<file path="config.mk">
export PLATFORM = sky130hd
export DESIGN_NAME = pcie_port_arbiter_top
export DESIGN_NICKNAME = d
export VERILOG_FILES = /design/src/hw/pcie_core_pkg.sv /design/src/hw/tx_port_if.sv /design/src/hw/tx_port_arbiter.sv /design/src/hw/msi_merge.sv /design/src/hw/pcie_port_arbiter_top.sv
export SDC_FILE = /design/constraint.sdc
export NUM_CORES = 1
export LEC_CHECK = 0
export BUFFER_PORTS_ARGS = -buffer_cell sky130_fd_sc_hd__buf_2
export CORE_AREA = 2 2 338 340
export DETAILED_ROUTE_END_ITERATION = 7
export DIE_AREA = 0 0 340 342
export GPL_TIMING_DRIVEN = 0
export PLACE_DENSITY = 0.3
export SLEW_MARGIN = 10
export SYNTH_ARGS = -nofsm -noshare
export SYNTH_HDL_FRONTEND = slang
export SYNTH_SLANG_ARGS = --single-unit
export TNS_END_PERCENT = 20
</file>
<file path="constraint.sdc">
create_clock -name clk_in -period 6 [get_ports clk_in]
set_input_delay 0.9 -clock clk_in [delete_from_list [all_inputs] [get_ports clk_in]]
set_output_delay 0.9 -clock clk_in [all_outputs]
set_load 0.1 [all_outputs]
</file>
<file path="src/hw/pcie_core_pkg.sv">
/*
 * Shared widths and counts for the two-port transmit arbiter,
 * the bus-master check switch and the arbiter select union
 */
`default_nettype none

package pcie_core_pkg;

    // ------------------------------------------------------------
    // Port and requester counts
    // ------------------------------------------------------------
    localparam int NUM_PORTS      = 2;
    localparam int CHANS_PER_PORT = 8;
    localparam int NUM_REQ        = NUM_PORTS * CHANS_PER_PORT;

    // Channel index within one port, and flat requester index
    localparam int CHAN_W = $clog2(CHANS_PER_PORT);
    localparam int SEL_W  = $clog2(NUM_REQ);

    // ------------------------------------------------------------
    // Transmit stream and MSI field widths
    // ------------------------------------------------------------
    localparam int TX_DESC_W = 128;
    localparam int TX_DATA_W = 128;
    localparam int MSI_TC_W  = 3;
    localparam int MSI_NUM_W = 5;

    // When set, no new grant is issued while bus mastering is off
    localparam bit CHECK_BUS_MASTER_ENA = 1'b1;

    // ------------------------------------------------------------
    // Arbiter select register
    // ------------------------------------------------------------
    // The round-robin search walks the flat index
    // The stream mux only needs the port bit, the top bit of the index
    typedef union packed {
        logic [SEL_W-1:0] idx;
        struct packed {
            logic              port;
            logic [CHAN_W-1:0] chan;
        } pc;
    } arb_select_u;

endpackage

`default_nettype wire

</file>
<file path="src/hw/tx_port_if.sv">
/*
 * Transmit stream bundle of one application port, with a
 * driving modport for the source and a reading one for the arbiter
 */
`timescale 1ns/10ps
`default_nettype none

interface tx_port_if
    import pcie_core_pkg::*;
();

    // Plain levels, the core handshake stays outside this bundle
    logic                 req;
    logic [TX_DESC_W-1:0] desc;
    logic [TX_DATA_W-1:0] data;
    logic                 dfr;
    logic                 dv;
    logic                 err;

    // Whoever produces the stream
    modport src (output req, desc, data, dfr, dv, err);

    // The arbiter looks at both port streams through this view
    modport arb (input req, desc, data, dfr, dv, err);

endinterface

`default_nettype wire

</file>
<file path="src/hw/tx_port_arbiter.sv">
/*
 * One-level round-robin arbiter over the sixteen transmit-ready lines
 * of both ports, plus the mux that hands the granted port's stream to the core
 */
`timescale 1ns/10ps
`default_nettype none

module tx_port_arbiter
    import pcie_core_pkg::*;
(
    input  wire logic               clk_in,
    input  wire logic               hw_rstn,

    // Ready lines, port 0 in the low byte and port 1 in the high byte
    input  wire logic [NUM_REQ-1:0] req,

    // Conditions that allow a new decision
    input  wire logic               pci_tx_idle,
    input  wire logic               tx_mask,
    input  wire logic               tx_stream_ready,
    input  wire logic               bus_master_en,

    tx_port_if.arb                  port0,
    tx_port_if.arb                  port1,
    tx_port_if.src                  core,

    output logic [NUM_REQ-1:0]      grant
);

    // Current owner of the transmit path
    arb_select_u        sel_q;
    // Winner of the search for the next edge
    arb_select_u        next_sel;
    logic [SEL_W-1:0]   cand;
    logic               found;
    logic               arb_en;

    // ------------------------------------------------------------
    // Decision enable
    // ------------------------------------------------------------
    // A new owner is only picked while both DMA transmit paths are
    // quiet, so a packet in flight is never cut in two
    // The core mask and stream ready give back-pressure from the hard IP
    assign arb_en = pci_tx_idle && !tx_mask && tx_stream_ready &&
                    (bus_master_en || !CHECK_BUS_MASTER_ENA);

    // ------------------------------------------------------------
    // Round-robin search
    // ------------------------------------------------------------
    // Start one above the current owner and walk upwards, wrapping
    // The current owner itself comes last, at offset NUM_REQ
    always_comb begin
        next_sel = sel_q;
        found    = 1'b0;
        cand     = '0;
        for (int i = 1; i <= NUM_REQ; i++) begin
            // Truncation to SEL_W bits gives the wrap
            cand = SEL_W'(sel_q.idx + i);
            if (!found && req[cand]) begin
                next_sel.idx = cand;
                found        = 1'b1;
            end
        end
    end

    // ------------------------------------------------------------
    // Select and grant registers
    // ------------------------------------------------------------
    // Both hold when the enable is low or nobody is requesting
    always_ff @(posedge clk_in) begin
        if (!hw_rstn) begin
            sel_q.idx <= '0;
            grant     <= '0;
        end else if (arb_en && found) begin
            sel_q <= next_sel;
            // One-hot copy of the select, fed back to the port logic
            grant <= {{(NUM_REQ-1){1'b0}}, 1'b1} << next_sel.idx;
        end
    end

    // ------------------------------------------------------------
    // Stream mux
    // ------------------------------------------------------------
    // Purely combinational, the channel field does not matter here
    // After reset the select is zero so port 0 drives the core
    assign core.req  = sel_q.pc.port ? port1.req  : port0.req;
    assign core.desc = sel_q.pc.port ? port1.desc : port0.desc;
    assign core.data = sel_q.pc.port ? port1.data : port0.data;
    assign core.dfr  = sel_q.pc.port ? port1.dfr  : port0.dfr;
    assign core.dv   = sel_q.pc.port ? port1.dv   : port0.dv;
    assign core.err  = sel_q.pc.port ? port1.err  : port0.err;

endmodule

`default_nettype wire

</file>
<file path="src/hw/msi_merge.sv">
/*
 * Registered merge of the two ports' MSI requests,
 * port 0 wins when both ask in the same cycle
 */
`timescale 1ns/10ps
`default_nettype none

module msi_merge
    import pcie_core_pkg::*;
(
    input  wire logic                 clk_in,
    input  wire logic                 hw_rstn,

    input  wire logic                 req_p0,
    input  wire logic                 req_p1,
    input  wire logic [MSI_TC_W-1:0]  tc_p0,
    input  wire logic [MSI_TC_W-1:0]  tc_p1,
    input  wire logic [MSI_NUM_W-1:0] num_p0,
    input  wire logic [MSI_NUM_W-1:0] num_p1,

    output logic                      msi_req,
    output logic [MSI_TC_W-1:0]       msi_tc,
    output logic [MSI_NUM_W-1:0]      msi_num
);

    // The request is a one-cycle delayed OR of both ports
    // Traffic class and vector come from the requesting port,
    // and stay put when neither port asks
    always_ff @(posedge clk_in) begin
        if (!hw_rstn) begin
            msi_req <= 1'b0;
            msi_tc  <= '0;
            msi_num <= '0;
        end else begin
            msi_req <= req_p0 | req_p1;
            if (req_p0) begin
                msi_tc  <= tc_p0;
                msi_num <= num_p0;
            end else if (req_p1) begin
                msi_tc  <= tc_p1;
                msi_num <= num_p1;
            end
        end
    end

endmodule

`default_nettype wire

</file>
<file path="src/hw/pcie_port_arbiter_top.sv">
/*
 * Top of the shared layer between two application ports and the
 * hard IP, with transmit arbiter, MSI merge and receive sideband ORs
 */
`timescale 1ns/10ps
`default_nettype none

module pcie_port_arbiter_top
    import pcie_core_pkg::*;
(
    input  wire logic                      clk_in,
    input  wire logic                      hw_rstn,

    // Core and configuration status
    input  wire logic                      bus_master_en,
    input  wire logic                      tx_mask,
    input  wire logic                      tx_stream_ready,
    input  wire logic                      dma_tx_idle_p0,
    input  wire logic                      dma_tx_idle_p1,

    // Port 0 transmit side and MSI
    input  wire logic [CHANS_PER_PORT-1:0] tx_rdy_p0,
    input  wire logic                      tx_req_p0,
    input  wire logic [TX_DESC_W-1:0]      tx_desc_p0,
    input  wire logic [TX_DATA_W-1:0]      tx_data_p0,
    input  wire logic                      tx_dfr_p0,
    input  wire logic                      tx_dv_p0,
    input  wire logic                      tx_err_p0,
    input  wire logic                      app_msi_req_p0,
    input  wire logic [MSI_TC_W-1:0]       app_msi_tc_p0,
    input  wire logic [MSI_NUM_W-1:0]      app_msi_num_p0,

    // Port 1 transmit side and MSI
    input  wire logic [CHANS_PER_PORT-1:0] tx_rdy_p1,
    input  wire logic                      tx_req_p1,
    input  wire logic [TX_DESC_W-1:0]      tx_desc_p1,
    input  wire logic [TX_DATA_W-1:0]      tx_data_p1,
    input  wire logic                      tx_dfr_p1,
    input  wire logic                      tx_dv_p1,
    input  wire logic                      tx_err_p1,
    input  wire logic                      app_msi_req_p1,
    input  wire logic [MSI_TC_W-1:0]       app_msi_tc_p1,
    input  wire logic [MSI_NUM_W-1:0]      app_msi_num_p1,

    // Receive sidebands of both ports
    input  wire logic                      rx_ack_p0,
    input  wire logic                      rx_ack_p1,
    input  wire logic                      rx_ws_p0,
    input  wire logic                      rx_ws_p1,
    input  wire logic                      rx_mask_p0,
    input  wire logic                      rx_mask_p1,
    input  wire logic                      app_int_sts_p0,
    input  wire logic                      app_int_sts_p1,

    // Towards the ports
    output logic [NUM_REQ-1:0]             arb_grant,
    output logic                           pci_tx_idle,

    // Towards the hard IP
    output logic                           tx_req,
    output logic [TX_DESC_W-1:0]           tx_desc,
    output logic [TX_DATA_W-1:0]           tx_data,
    output logic                           tx_dfr,
    output logic                           tx_dv,
    output logic                           tx_err,
    output logic                           app_msi_req,
    output logic [MSI_TC_W-1:0]            app_msi_tc,
    output logic [MSI_NUM_W-1:0]           app_msi_num,
    output logic                           rx_ack,
    output logic                           rx_ws,
    output logic                           rx_mask,
    output logic                           app_int_sts
);

    tx_port_if port0_if ();
    tx_port_if port1_if ();
    tx_port_if core_if ();

    // ------------------------------------------------------------
    // Bundle the port streams
    // ------------------------------------------------------------
    assign port0_if.req  = tx_req_p0;
    assign port0_if.desc = tx_desc_p0;
    assign port0_if.data = tx_data_p0;
    assign port0_if.dfr  = tx_dfr_p0;
    assign port0_if.dv   = tx_dv_p0;
    assign port0_if.err  = tx_err_p0;

    assign port1_if.req  = tx_req_p1;
    assign port1_if.desc = tx_desc_p1;
    assign port1_if.data = tx_data_p1;
    assign port1_if.dfr  = tx_dfr_p1;
    assign port1_if.dv   = tx_dv_p1;
    assign port1_if.err  = tx_err_p1;

    // The path counts as idle only when neither DMA engine is sending
    assign pci_tx_idle = dma_tx_idle_p0 & dma_tx_idle_p1;

    // Both ports' ready lines go in, port 1 above port 0
    tx_port_arbiter i_arbiter (
        .clk_in          (clk_in),
        .hw_rstn         (hw_rstn),
        .req             ({tx_rdy_p1, tx_rdy_p0}),
        .pci_tx_idle     (pci_tx_idle),
        .tx_mask         (tx_mask),
        .tx_stream_ready (tx_stream_ready),
        .bus_master_en   (bus_master_en),
        .port0           (port0_if),
        .port1           (port1_if),
        .core            (core_if),
        .grant           (arb_grant)
    );

    assign tx_req  = core_if.req;
    assign tx_desc = core_if.desc;
    assign tx_data = core_if.data;
    assign tx_dfr  = core_if.dfr;
    assign tx_dv   = core_if.dv;
    assign tx_err  = core_if.err;

    msi_merge i_msi_merge (
        .clk_in  (clk_in),
        .hw_rstn (hw_rstn),
        .req_p0  (app_msi_req_p0),
        .req_p1  (app_msi_req_p1),
        .tc_p0   (app_msi_tc_p0),
        .tc_p1   (app_msi_tc_p1),
        .num_p0  (app_msi_num_p0),
        .num_p1  (app_msi_num_p1),
        .msi_req (app_msi_req),
        .msi_tc  (app_msi_tc),
        .msi_num (app_msi_num)
    );

    // ------------------------------------------------------------
    // Receive sidebands
    // ------------------------------------------------------------
    // An idle port holds these low, so an OR lets either one speak
    assign rx_ack      = rx_ack_p0 | rx_ack_p1;
    assign rx_ws       = rx_ws_p0 | rx_ws_p1;
    assign rx_mask     = rx_mask_p0 | rx_mask_p1;
    assign app_int_sts = app_int_sts_p0 | app_int_sts_p1;

endmodule

`default_nettype wire

</file>
After elaboration in Yosys (flattened, before gate mapping)
Cells that the tools add are included.
{"block": "classes", "addsub": 16, "magnitude_cmp": 16, "shifts": 1, "muxes": 74, "n_bitwise": 6, "reduce_logical": 36}
{"op": "2-to-1 mux 128 bit", "n": 2}
{"op": "less-than comparator 4 x 5 -> 1 bit, second input constant", "n": 16}
{"op": "binary-select mux 1 bit (select 4 bit)", "n": 16}
{"op": "2-to-1 mux 4 bit", "n": 16}
{"op": "2-to-1 mux 1 bit", "n": 36}
{"op": "adder 4 bit, second input constant", "n": 8}
{"op": "logical AND 1 bit", "n": 19}
{"op": "adder 4 x 3 -> 4 bit, second input constant", "n": 4}
{"op": "zero test 1 bit", "n": 16}
{"op": "left shift 1 x 4 -> 16 bit, first input constant", "n": 1}
{"op": "2-to-1 mux 5 bit", "n": 2}
{"op": "adder 4 x 1 -> 4 bit, second input constant", "n": 2}
{"op": "adder 4 x 2 -> 4 bit, second input constant", "n": 2}
{"op": "2-to-1 mux 3 bit", "n": 2}
{"op": "OR 1 bit", "n": 5}
{"op": "nonzero test 2 bit", "n": 1}
{"op": "bitwise AND 1 bit", "n": 1}
{"block": "word_totals", "regBits": 29, "out_inout_bits": 290, "wordCells": 154}

Longest topological paths before layout
{"block": "logic_depth", "word_depth": 50, "depth_mapped": 19, "ltp_nobuf": 12}

Modules after synthesis
Synthesis repeated with hierarchy kept, for this count alone.
{"block": "unflattened", "cells_unflattened": 688, "area_unflattened_um2": 6970.4}
{"mod": "tx_port_arbiter", "n_inst": 1, "cells_per_inst": 646, "area_each_um2": 6481.2, "seq_area_each_um2": 400.4}
{"mod": "msi_merge", "n_inst": 1, "cells_per_inst": 37, "area_each_um2": 457.9, "seq_area_each_um2": 180.2}
{"mod": "pcie_port_arbiter_top", "n_inst": 1, "cells_per_inst": 5, "area_each_um2": 31.3, "seq_area_each_um2": 0.0}

Least setup slack after synthesis
OpenSTA, ideal clock, no wires.
{"block": "synth_timing", "path_type": "flip-flop to flip-flop", "from": "reg i_arbiter.sel_q[1] (netlist name)", "to": "reg i_arbiter.grant[1]", "setup_time_ns": 0.119, "arrival_time_ns": 4.621, "t_required_ns": 5.881, "setup_slack_ns": 1.260, "path_stages_with_launch": 17, "n_path_buf": 4, "cell_sequence": "dfxtp_1 -> buf_2 -> buf_2 -> inv_1 -> ha_1 -> buf_6 -> clkbuf_1 -> mux4_2 -> mux2_2 -> mux2_2 -> nor4b_4 -> nand3_2 -> or4_4 -> nor2_2 -> a31oi_4 -> and3_1 -> a32o_1"}
{"block": "synth_between", "elab_chain_len": 50}
{"item": "start, declared", "line": "tx_port_arbiter.sv:31", "text": "arb_select_u sel_q;"}
{"item": "start signal, assigned", "line": "tx_port_arbiter.sv:75", "text": "sel_q <= next_sel;"}
{"item": "adder 4 x 1 -> 4 bit", "line": "tx_port_arbiter.sv:58", "text": "cand = SEL_W'(sel_q.idx + i);"}
{"item": "binary-select mux 1 bit (select 4 bit)", "line": "tx_port_arbiter.sv:59", "text": "if (!found && req[cand]) begin"}
{"item": "2-to-1 mux 1 bit (not written as such)", "line": "tx_port_arbiter.sv:59"}
{"item": "2-to-1 mux 1 bit", "line": "tx_port_arbiter.sv:59"}
{"item": "zero test 1 bit", "line": "tx_port_arbiter.sv:59"}
{"item": "logical AND 1 bit", "line": "tx_port_arbiter.sv:59"}
{"item": "2-to-1 mux 1 bit", "line": "tx_port_arbiter.sv:59"}
{"item": "zero test 1 bit", "line": "tx_port_arbiter.sv:59"}
{"item": "(+34 left out)"}
{"item": "2-to-1 mux 1 bit", "line": "tx_port_arbiter.sv:59"}
{"item": "zero test 1 bit", "line": "tx_port_arbiter.sv:59"}
{"item": "logical AND 1 bit", "line": "tx_port_arbiter.sv:59"}
{"item": "2-to-1 mux 1 bit", "line": "tx_port_arbiter.sv:59"}
{"item": "zero test 1 bit", "line": "tx_port_arbiter.sv:59"}
{"item": "logical AND 1 bit", "line": "tx_port_arbiter.sv:59"}
{"item": "2-to-1 mux 4 bit or 2-to-1 mux 1 bit (tied branches)", "line": "tx_port_arbiter.sv:59"}
{"item": "left shift 1 x 4 -> 16 bit or logical AND 1 bit (tied branches)", "line": "tx_port_arbiter.sv:77, tx_port_arbiter.sv:74"}
{"item": "end signal, assigned", "line": "tx_port_arbiter.sv:77", "text": "grant <= {{(NUM_REQ-1){1'b0}}, 1'b1} << next_sel.idx;"}
{"item": "end, declared", "line": "tx_port_arbiter.sv:27", "text": "output logic [NUM_REQ-1:0] grant"}
Several ways; a longest one is shown, not always the timed one. The select of a mux whose other input is x is not followed.
A chain may end at the register's enable or synchronous reset.

Worst setup path after layout
{"block": "layout_timing", "from": "reg i_arbiter.sel_q[1] (netlist name)", "to": "reg i_arbiter.grant[10]"}
Same word-level chain as after synthesis.

==> results.sh <==
export IMPL_dieArea_sq_um=116000
export IMPL_die_x_um=340
export IMPL_hpwl_mm=92.7
export IMPL_die_height_um=342
export IMPL_synthTopCellsByCount="279 x sky130_fd_sc_hd__mux2_2, 40 x sky130_fd_sc_hd__clkbuf_1, 37 x sky130_fd_sc_hd__mux2i_1"
export IMPL_synth_warning_count=0
export IMPL_powerDensity_nw_per_um2=164
export IMPL_initial_utilization_pct=6.05
export IMPL_grt_pass1_vias=9907
export IMPL_period_minus_slack_ns=5.68
export IMPL_synth_async_sr_flop_share_pct=0
export IMPL_area_taken_by_flip_flops_and_latches_sq_um=582
export IMPL_rr_endpoint="i_arbiter.grant[10]$_SDFFE_PN0P_"
export IMPL_combinational_family_with_the_most_area_after_synthesis="multiplexers"
export IMPL_final_max_slew_viol_count=0
export IMPL_synth_enable_flop_cells=0
export IMPL_setup_violations=0
export IMPL_status="complete, no violations"
export IMPL_post_synth_fa_ha_maj_area_fraction_pct=1.46
export IMPL_hold_path_class="flip-flop to flip-flop"
export IMPL_top_level_ports=859
export IMPL_max_freq_mhz=176
export IMPL_buffer_ports_inserted=856
export IMPL_tritoncts_clock_tree="built"
export IMPL_synthesized_area_fraction_occupied_by_ao_oa_aoi_and_oai_cells_pct=12.2
export IMPL_synth_cell_area_sq_um=6840
export IMPL_cts_max_path_buffers=2
export IMPL_grt_max_degree=11
export IMPL_ir_worst_vdd_mv=0.0784
export IMPL_multiInputGateArea_sq_um=5990
export IMPL_reg2reg_setup_slack_ns=0.32
export IMPL_globalplace_congestion=0.885
export IMPL_grt_overflow_total=0
export IMPL_r2r_start="i_arbiter.sel_q[1]$_SDFFE_PN0P_"
export IMPL_total_leakage_power_nw=5.86
export IMPL_clk_pin_slew_worst_paths_ns=0.06
export IMPL_synth_fp_nets=1301
export IMPL_first_pass_grt_wire_length_mm=118
export IMPL_avgRoutedWirePerCell_um=31.5
export IMPL_tritoncts_num_sinks=29
export IMPL_dr_first_iter_drc_count=543
export IMPL_synthesis_instances=724
export IMPL_rsz0062_at_grt="no"
export IMPL_post_synth_cell_area_avg_sq_um=9.44
export IMPL_crit_path_start_kind="flip-flop"
export IMPL_critical_path_source="i_arbiter.sel_q[1]$_SDFFE_PN0P_"
export IMPL_synthTopCellsByArea="sky130_fd_sc_hd__mux2_2 46%, sky130_fd_sc_hd__dfxtp_1 8.5%, sky130_fd_sc_hd__mux4_2 7.9%"
export IMPL_post_route_cells_drive_above_1_share_pct=76.1
export IMPL_yosys_register_bits=29
export IMPL_yosys_area_share_xor_xnor_pct=2.05
export IMPL_timing_critical_path_to_type="flip-flop"
export IMPL_max_cap_violations=0
export IMPL_post_synthesis_simple_gate_area_fraction_pct=11.7
export IMPL_endpoint="i_arbiter.grant[10]$_SDFFE_PN0P_"
export IMPL_cts_inserted_buffers=5
export IMPL_fin_total_pwr_mw=2.18
export IMPL_ctsHtreeMaxLevel=2
export IMPL_post_route_fraction_of_the_period_consumed_by_the_critical_path_pct=94.7
export IMPL_clockPowerShare_pct=14.6
export IMPL_core_sq_um=113000
export IMPL_syn_to_final_growth_pct=94.9
export IMPL_num_vias=10500
export IMPL_post_synth_num_cell_types=76
export IMPL_drtAntennaViolNets=0
export IMPL_final_core_util_pct=11.8
export IMPL_post_synth_top_area_fraction_pct=45.9
export IMPL_crit_arrival_ns=5.87
export IMPL_hold_viol_final=0
export IMPL_timing_critical_path_fanout_max=10
export IMPL_antenna_violations_before_repair=161
export IMPL_totalWireLength_mm=98.9
export IMPL_worstSetupPathType="flip-flop to flip-flop"
export IMPL_power_share_switching_pct=63.3
export IMPL_detailed_route_drc_error_count=0
export IMPL_worstRegToRegCells=19
export IMPL_pwr_share_seq_pct=9.2
export IMPL_clock_skew_ns=0.00230
export IMPL_clk_latency_worst_skew_pair_ns=0.29
export IMPL_fraction_of_the_yosys_area_taken_by_sequential_cells_pct=8.49
export IMPL_synth_most_common_cell="sky130_fd_sc_hd__mux2_2"
export IMPL_worstMarginPinSlew_ns=1.09
export IMPL_globalRouteTotalUtil_pct=16.1
export IMPL_detail_route_first_pass_iterations=5
export IMPL_synthFlopType="sky130_fd_sc_hd__dfxtp_1"
export IMPL_dr_vias_cell=3.34
export IMPL_nets=2167
export IMPL_power_combinational_fraction_pct=76.2
export IMPL_fraction_of_synthesized_area_in_multiplexers_pct=60.1
export IMPL_max_slew_margin_pct=27.4
export IMPL_critPathRequiredTime_ns=6.18
export IMPL_power_switching_mw=1.38
export IMPL_cellInternalPower_mw=0.799
export IMPL_clock_tree_root_driver_cell="sky130_fd_sc_hd__clkbuf_16"
export IMPL_rows=124
export IMPL_n_fill_cell=13300
export IMPL_synthDominantAreaCellType="sky130_fd_sc_hd__mux2_2"
-- critical path: stages, from the launching register on --
cell and delay [ns]:
sky130_fd_sc_hd__dfxtp_2 0.49, sky130_fd_sc_hd__buf_2 0.36, sky130_fd_sc_hd__buf_2 0.35, sky130_fd_sc_hd__inv_1 0.33
sky130_fd_sc_hd__ha_1 0.50, sky130_fd_sc_hd__buf_6 0.18, sky130_fd_sc_hd__clkbuf_2 0.32, sky130_fd_sc_hd__mux4_2 0.43
sky130_fd_sc_hd__mux2_2 0.37, sky130_fd_sc_hd__mux2_2 0.34, sky130_fd_sc_hd__nor4b_4 0.21, sky130_fd_sc_hd__buf_4 0.18
sky130_fd_sc_hd__buf_4 0.14, sky130_fd_sc_hd__and4_1 0.18, sky130_fd_sc_hd__buf_4 0.16, sky130_fd_sc_hd__a21boi_4 0.22
sky130_fd_sc_hd__o21bai_2 0.15, sky130_fd_sc_hd__o31ai_2 0.18, sky130_fd_sc_hd__and3_1 0.27, sky130_fd_sc_hd__a22o_1 0.20
-- worst min-delay path by stage --
| stage | endpoint | depth (start not counted) | startpoint | slack, ns |
|---|---|---|---|---|
| after CTS | i_arbiter.grant[12]$_SDFFE_PN0P_ | 2 | i_arbiter.grant[12]$_SDFFE_PN0P_ | 0.46 |
| after floorplan | i_arbiter.grant[13]$_SDFFE_PN0P_ | 2 | i_arbiter.grant[13]$_SDFFE_PN0P_ | 0.87 |
| after global placement | i_arbiter.grant[12]$_SDFFE_PN0P_ | 2 | i_arbiter.grant[12]$_SDFFE_PN0P_ | 0.44 |
| after detailed placement | i_arbiter.grant[12]$_SDFFE_PN0P_ | 2 | i_arbiter.grant[12]$_SDFFE_PN0P_ | 0.45 |
| final | i_arbiter.grant[12]$_SDFFE_PN0P_ | 2 | i_arbiter.grant[12]$_SDFFE_PN0P_ | 0.46 |
| after global routing | i_arbiter.grant[12]$_SDFFE_PN0P_ | 2 | i_arbiter.grant[12]$_SDFFE_PN0P_ | 0.48 |
-- layout by cell type (no fill, tap or decap), types with 7 or more instances in the layout --
cell	instances
sky130_fd_sc_hd__buf_2	862
sky130_fd_sc_hd__mux2_2	279
sky130_fd_sc_hd__diode_2	39
sky130_fd_sc_hd__clkbuf_1	37
sky130_fd_sc_hd__mux2i_1	37
sky130_fd_sc_hd__nor2_1	29
sky130_fd_sc_hd__nand2_1	29
sky130_fd_sc_hd__dfxtp_1	28
sky130_fd_sc_hd__o21ai_0	26
sky130_fd_sc_hd__mux4_2	24
sky130_fd_sc_hd__a21oi_1	22
sky130_fd_sc_hd__nand3_1	18
sky130_fd_sc_hd__and2_1	12
sky130_fd_sc_hd__xnor2_1	12
sky130_fd_sc_hd__nor2b_1	8
sky130_fd_sc_hd__and3_1	8
sky130_fd_sc_hd__ha_1	8
sky130_fd_sc_hd__o21ai_1	7
-- flip-flops by register name (all words and copies together), names as in the netlist --
signal and flops:
i_arbiter.grant 16, i_msi_merge.msi_tc 3, i_arbiter.sel_q 4, i_msi_merge.msi_req 1
i_msi_merge.msi_num 5
-- stage by stage --
| step | setup TNS [ns] | setup WS [ns] | hold slack [ns] | instances | area, sq um |
|---|---|---|---|---|---|
| 3_5_place_dp | -6.13 | -0.488 | 0.450 | 3092 | 13000 |
| 4_1_cts | 0 | 0.0850 | 0.460 | 3103 | 13200 |
| 2_1_floorplan | 0 | 1.26 | 0.874 | 724 | 6840 |
| 3_3_place_gp | -8.04 | -0.589 | 0.438 | 3092 | 13000 |
| 6_report | 0 | 0.315 | 0.456 | 3142 | 13300 |
| 5_1_grt | 0 | 0.0667 | 0.478 | 3117 | 13300 |
-- repair_timing --
action | CTS | global route
setup buffers | 3 | 0
hold buffers | 0 | 0
hold endpoints to repair | 0 | 0
pin swaps | 1 | 0
resized for setup | 2 | 5
setup endpoints to repair | 29 | 16
-- cells by family (layout without fill, tap and decap cells) --
| logic type | count (synthesis) | after routing |
|---|---|---|
| adders and majority gates | 8 | 8 |
| xor gates and xnor gates | 16 | 16 |
| AOI/OAI and AO/OA | 118 | 118 |
| and+or+nand+nor | 144 | 144 |
| other | 0 | 39 |
| muxes | 345 | 345 |
| DFF | 29 | 29 |
| buffers and inverters | 64 | 931 |
-- cell type report --
cell class / instances / area share [%]
Clock inverter: 2 / 0.282
Inverter: 9 / 0.254
Multi-Input combinational cell: 631 / 45.0
Tap cell: 1512 / 14.2
Clock buffer: 6 / 1.04
Buffer: 55 / 1.83
Antenna cell: 39 / 0.732
Sequential cell: 29 / 4.37
Timing Repair Buffer: 859 / 32.3
-- metal layers --
metal / track usage [%] / vias up / routed length, um
met3: 6.96 / 242 / 11200
met4: 2.86 / 68 / 2620
met2: 26.7 / 805 / 45400
met1: 19.5 / 4823 / 39200
met5: 0 / - / 469
li1: - / 4567 / -
-- power by group through the flow --
stage               clock network, mW  logic (mW)  registers (mW)
finish                          0.317        1.66           0.201
global route                    0.340        1.72           0.201
CTS                             0.333        1.67           0.201
detailed placement                  0        1.66           0.205
global placement                    0        1.67           0.205
floorplan                           0        1.15           0.236
Power figures use the tool's default switching activity.
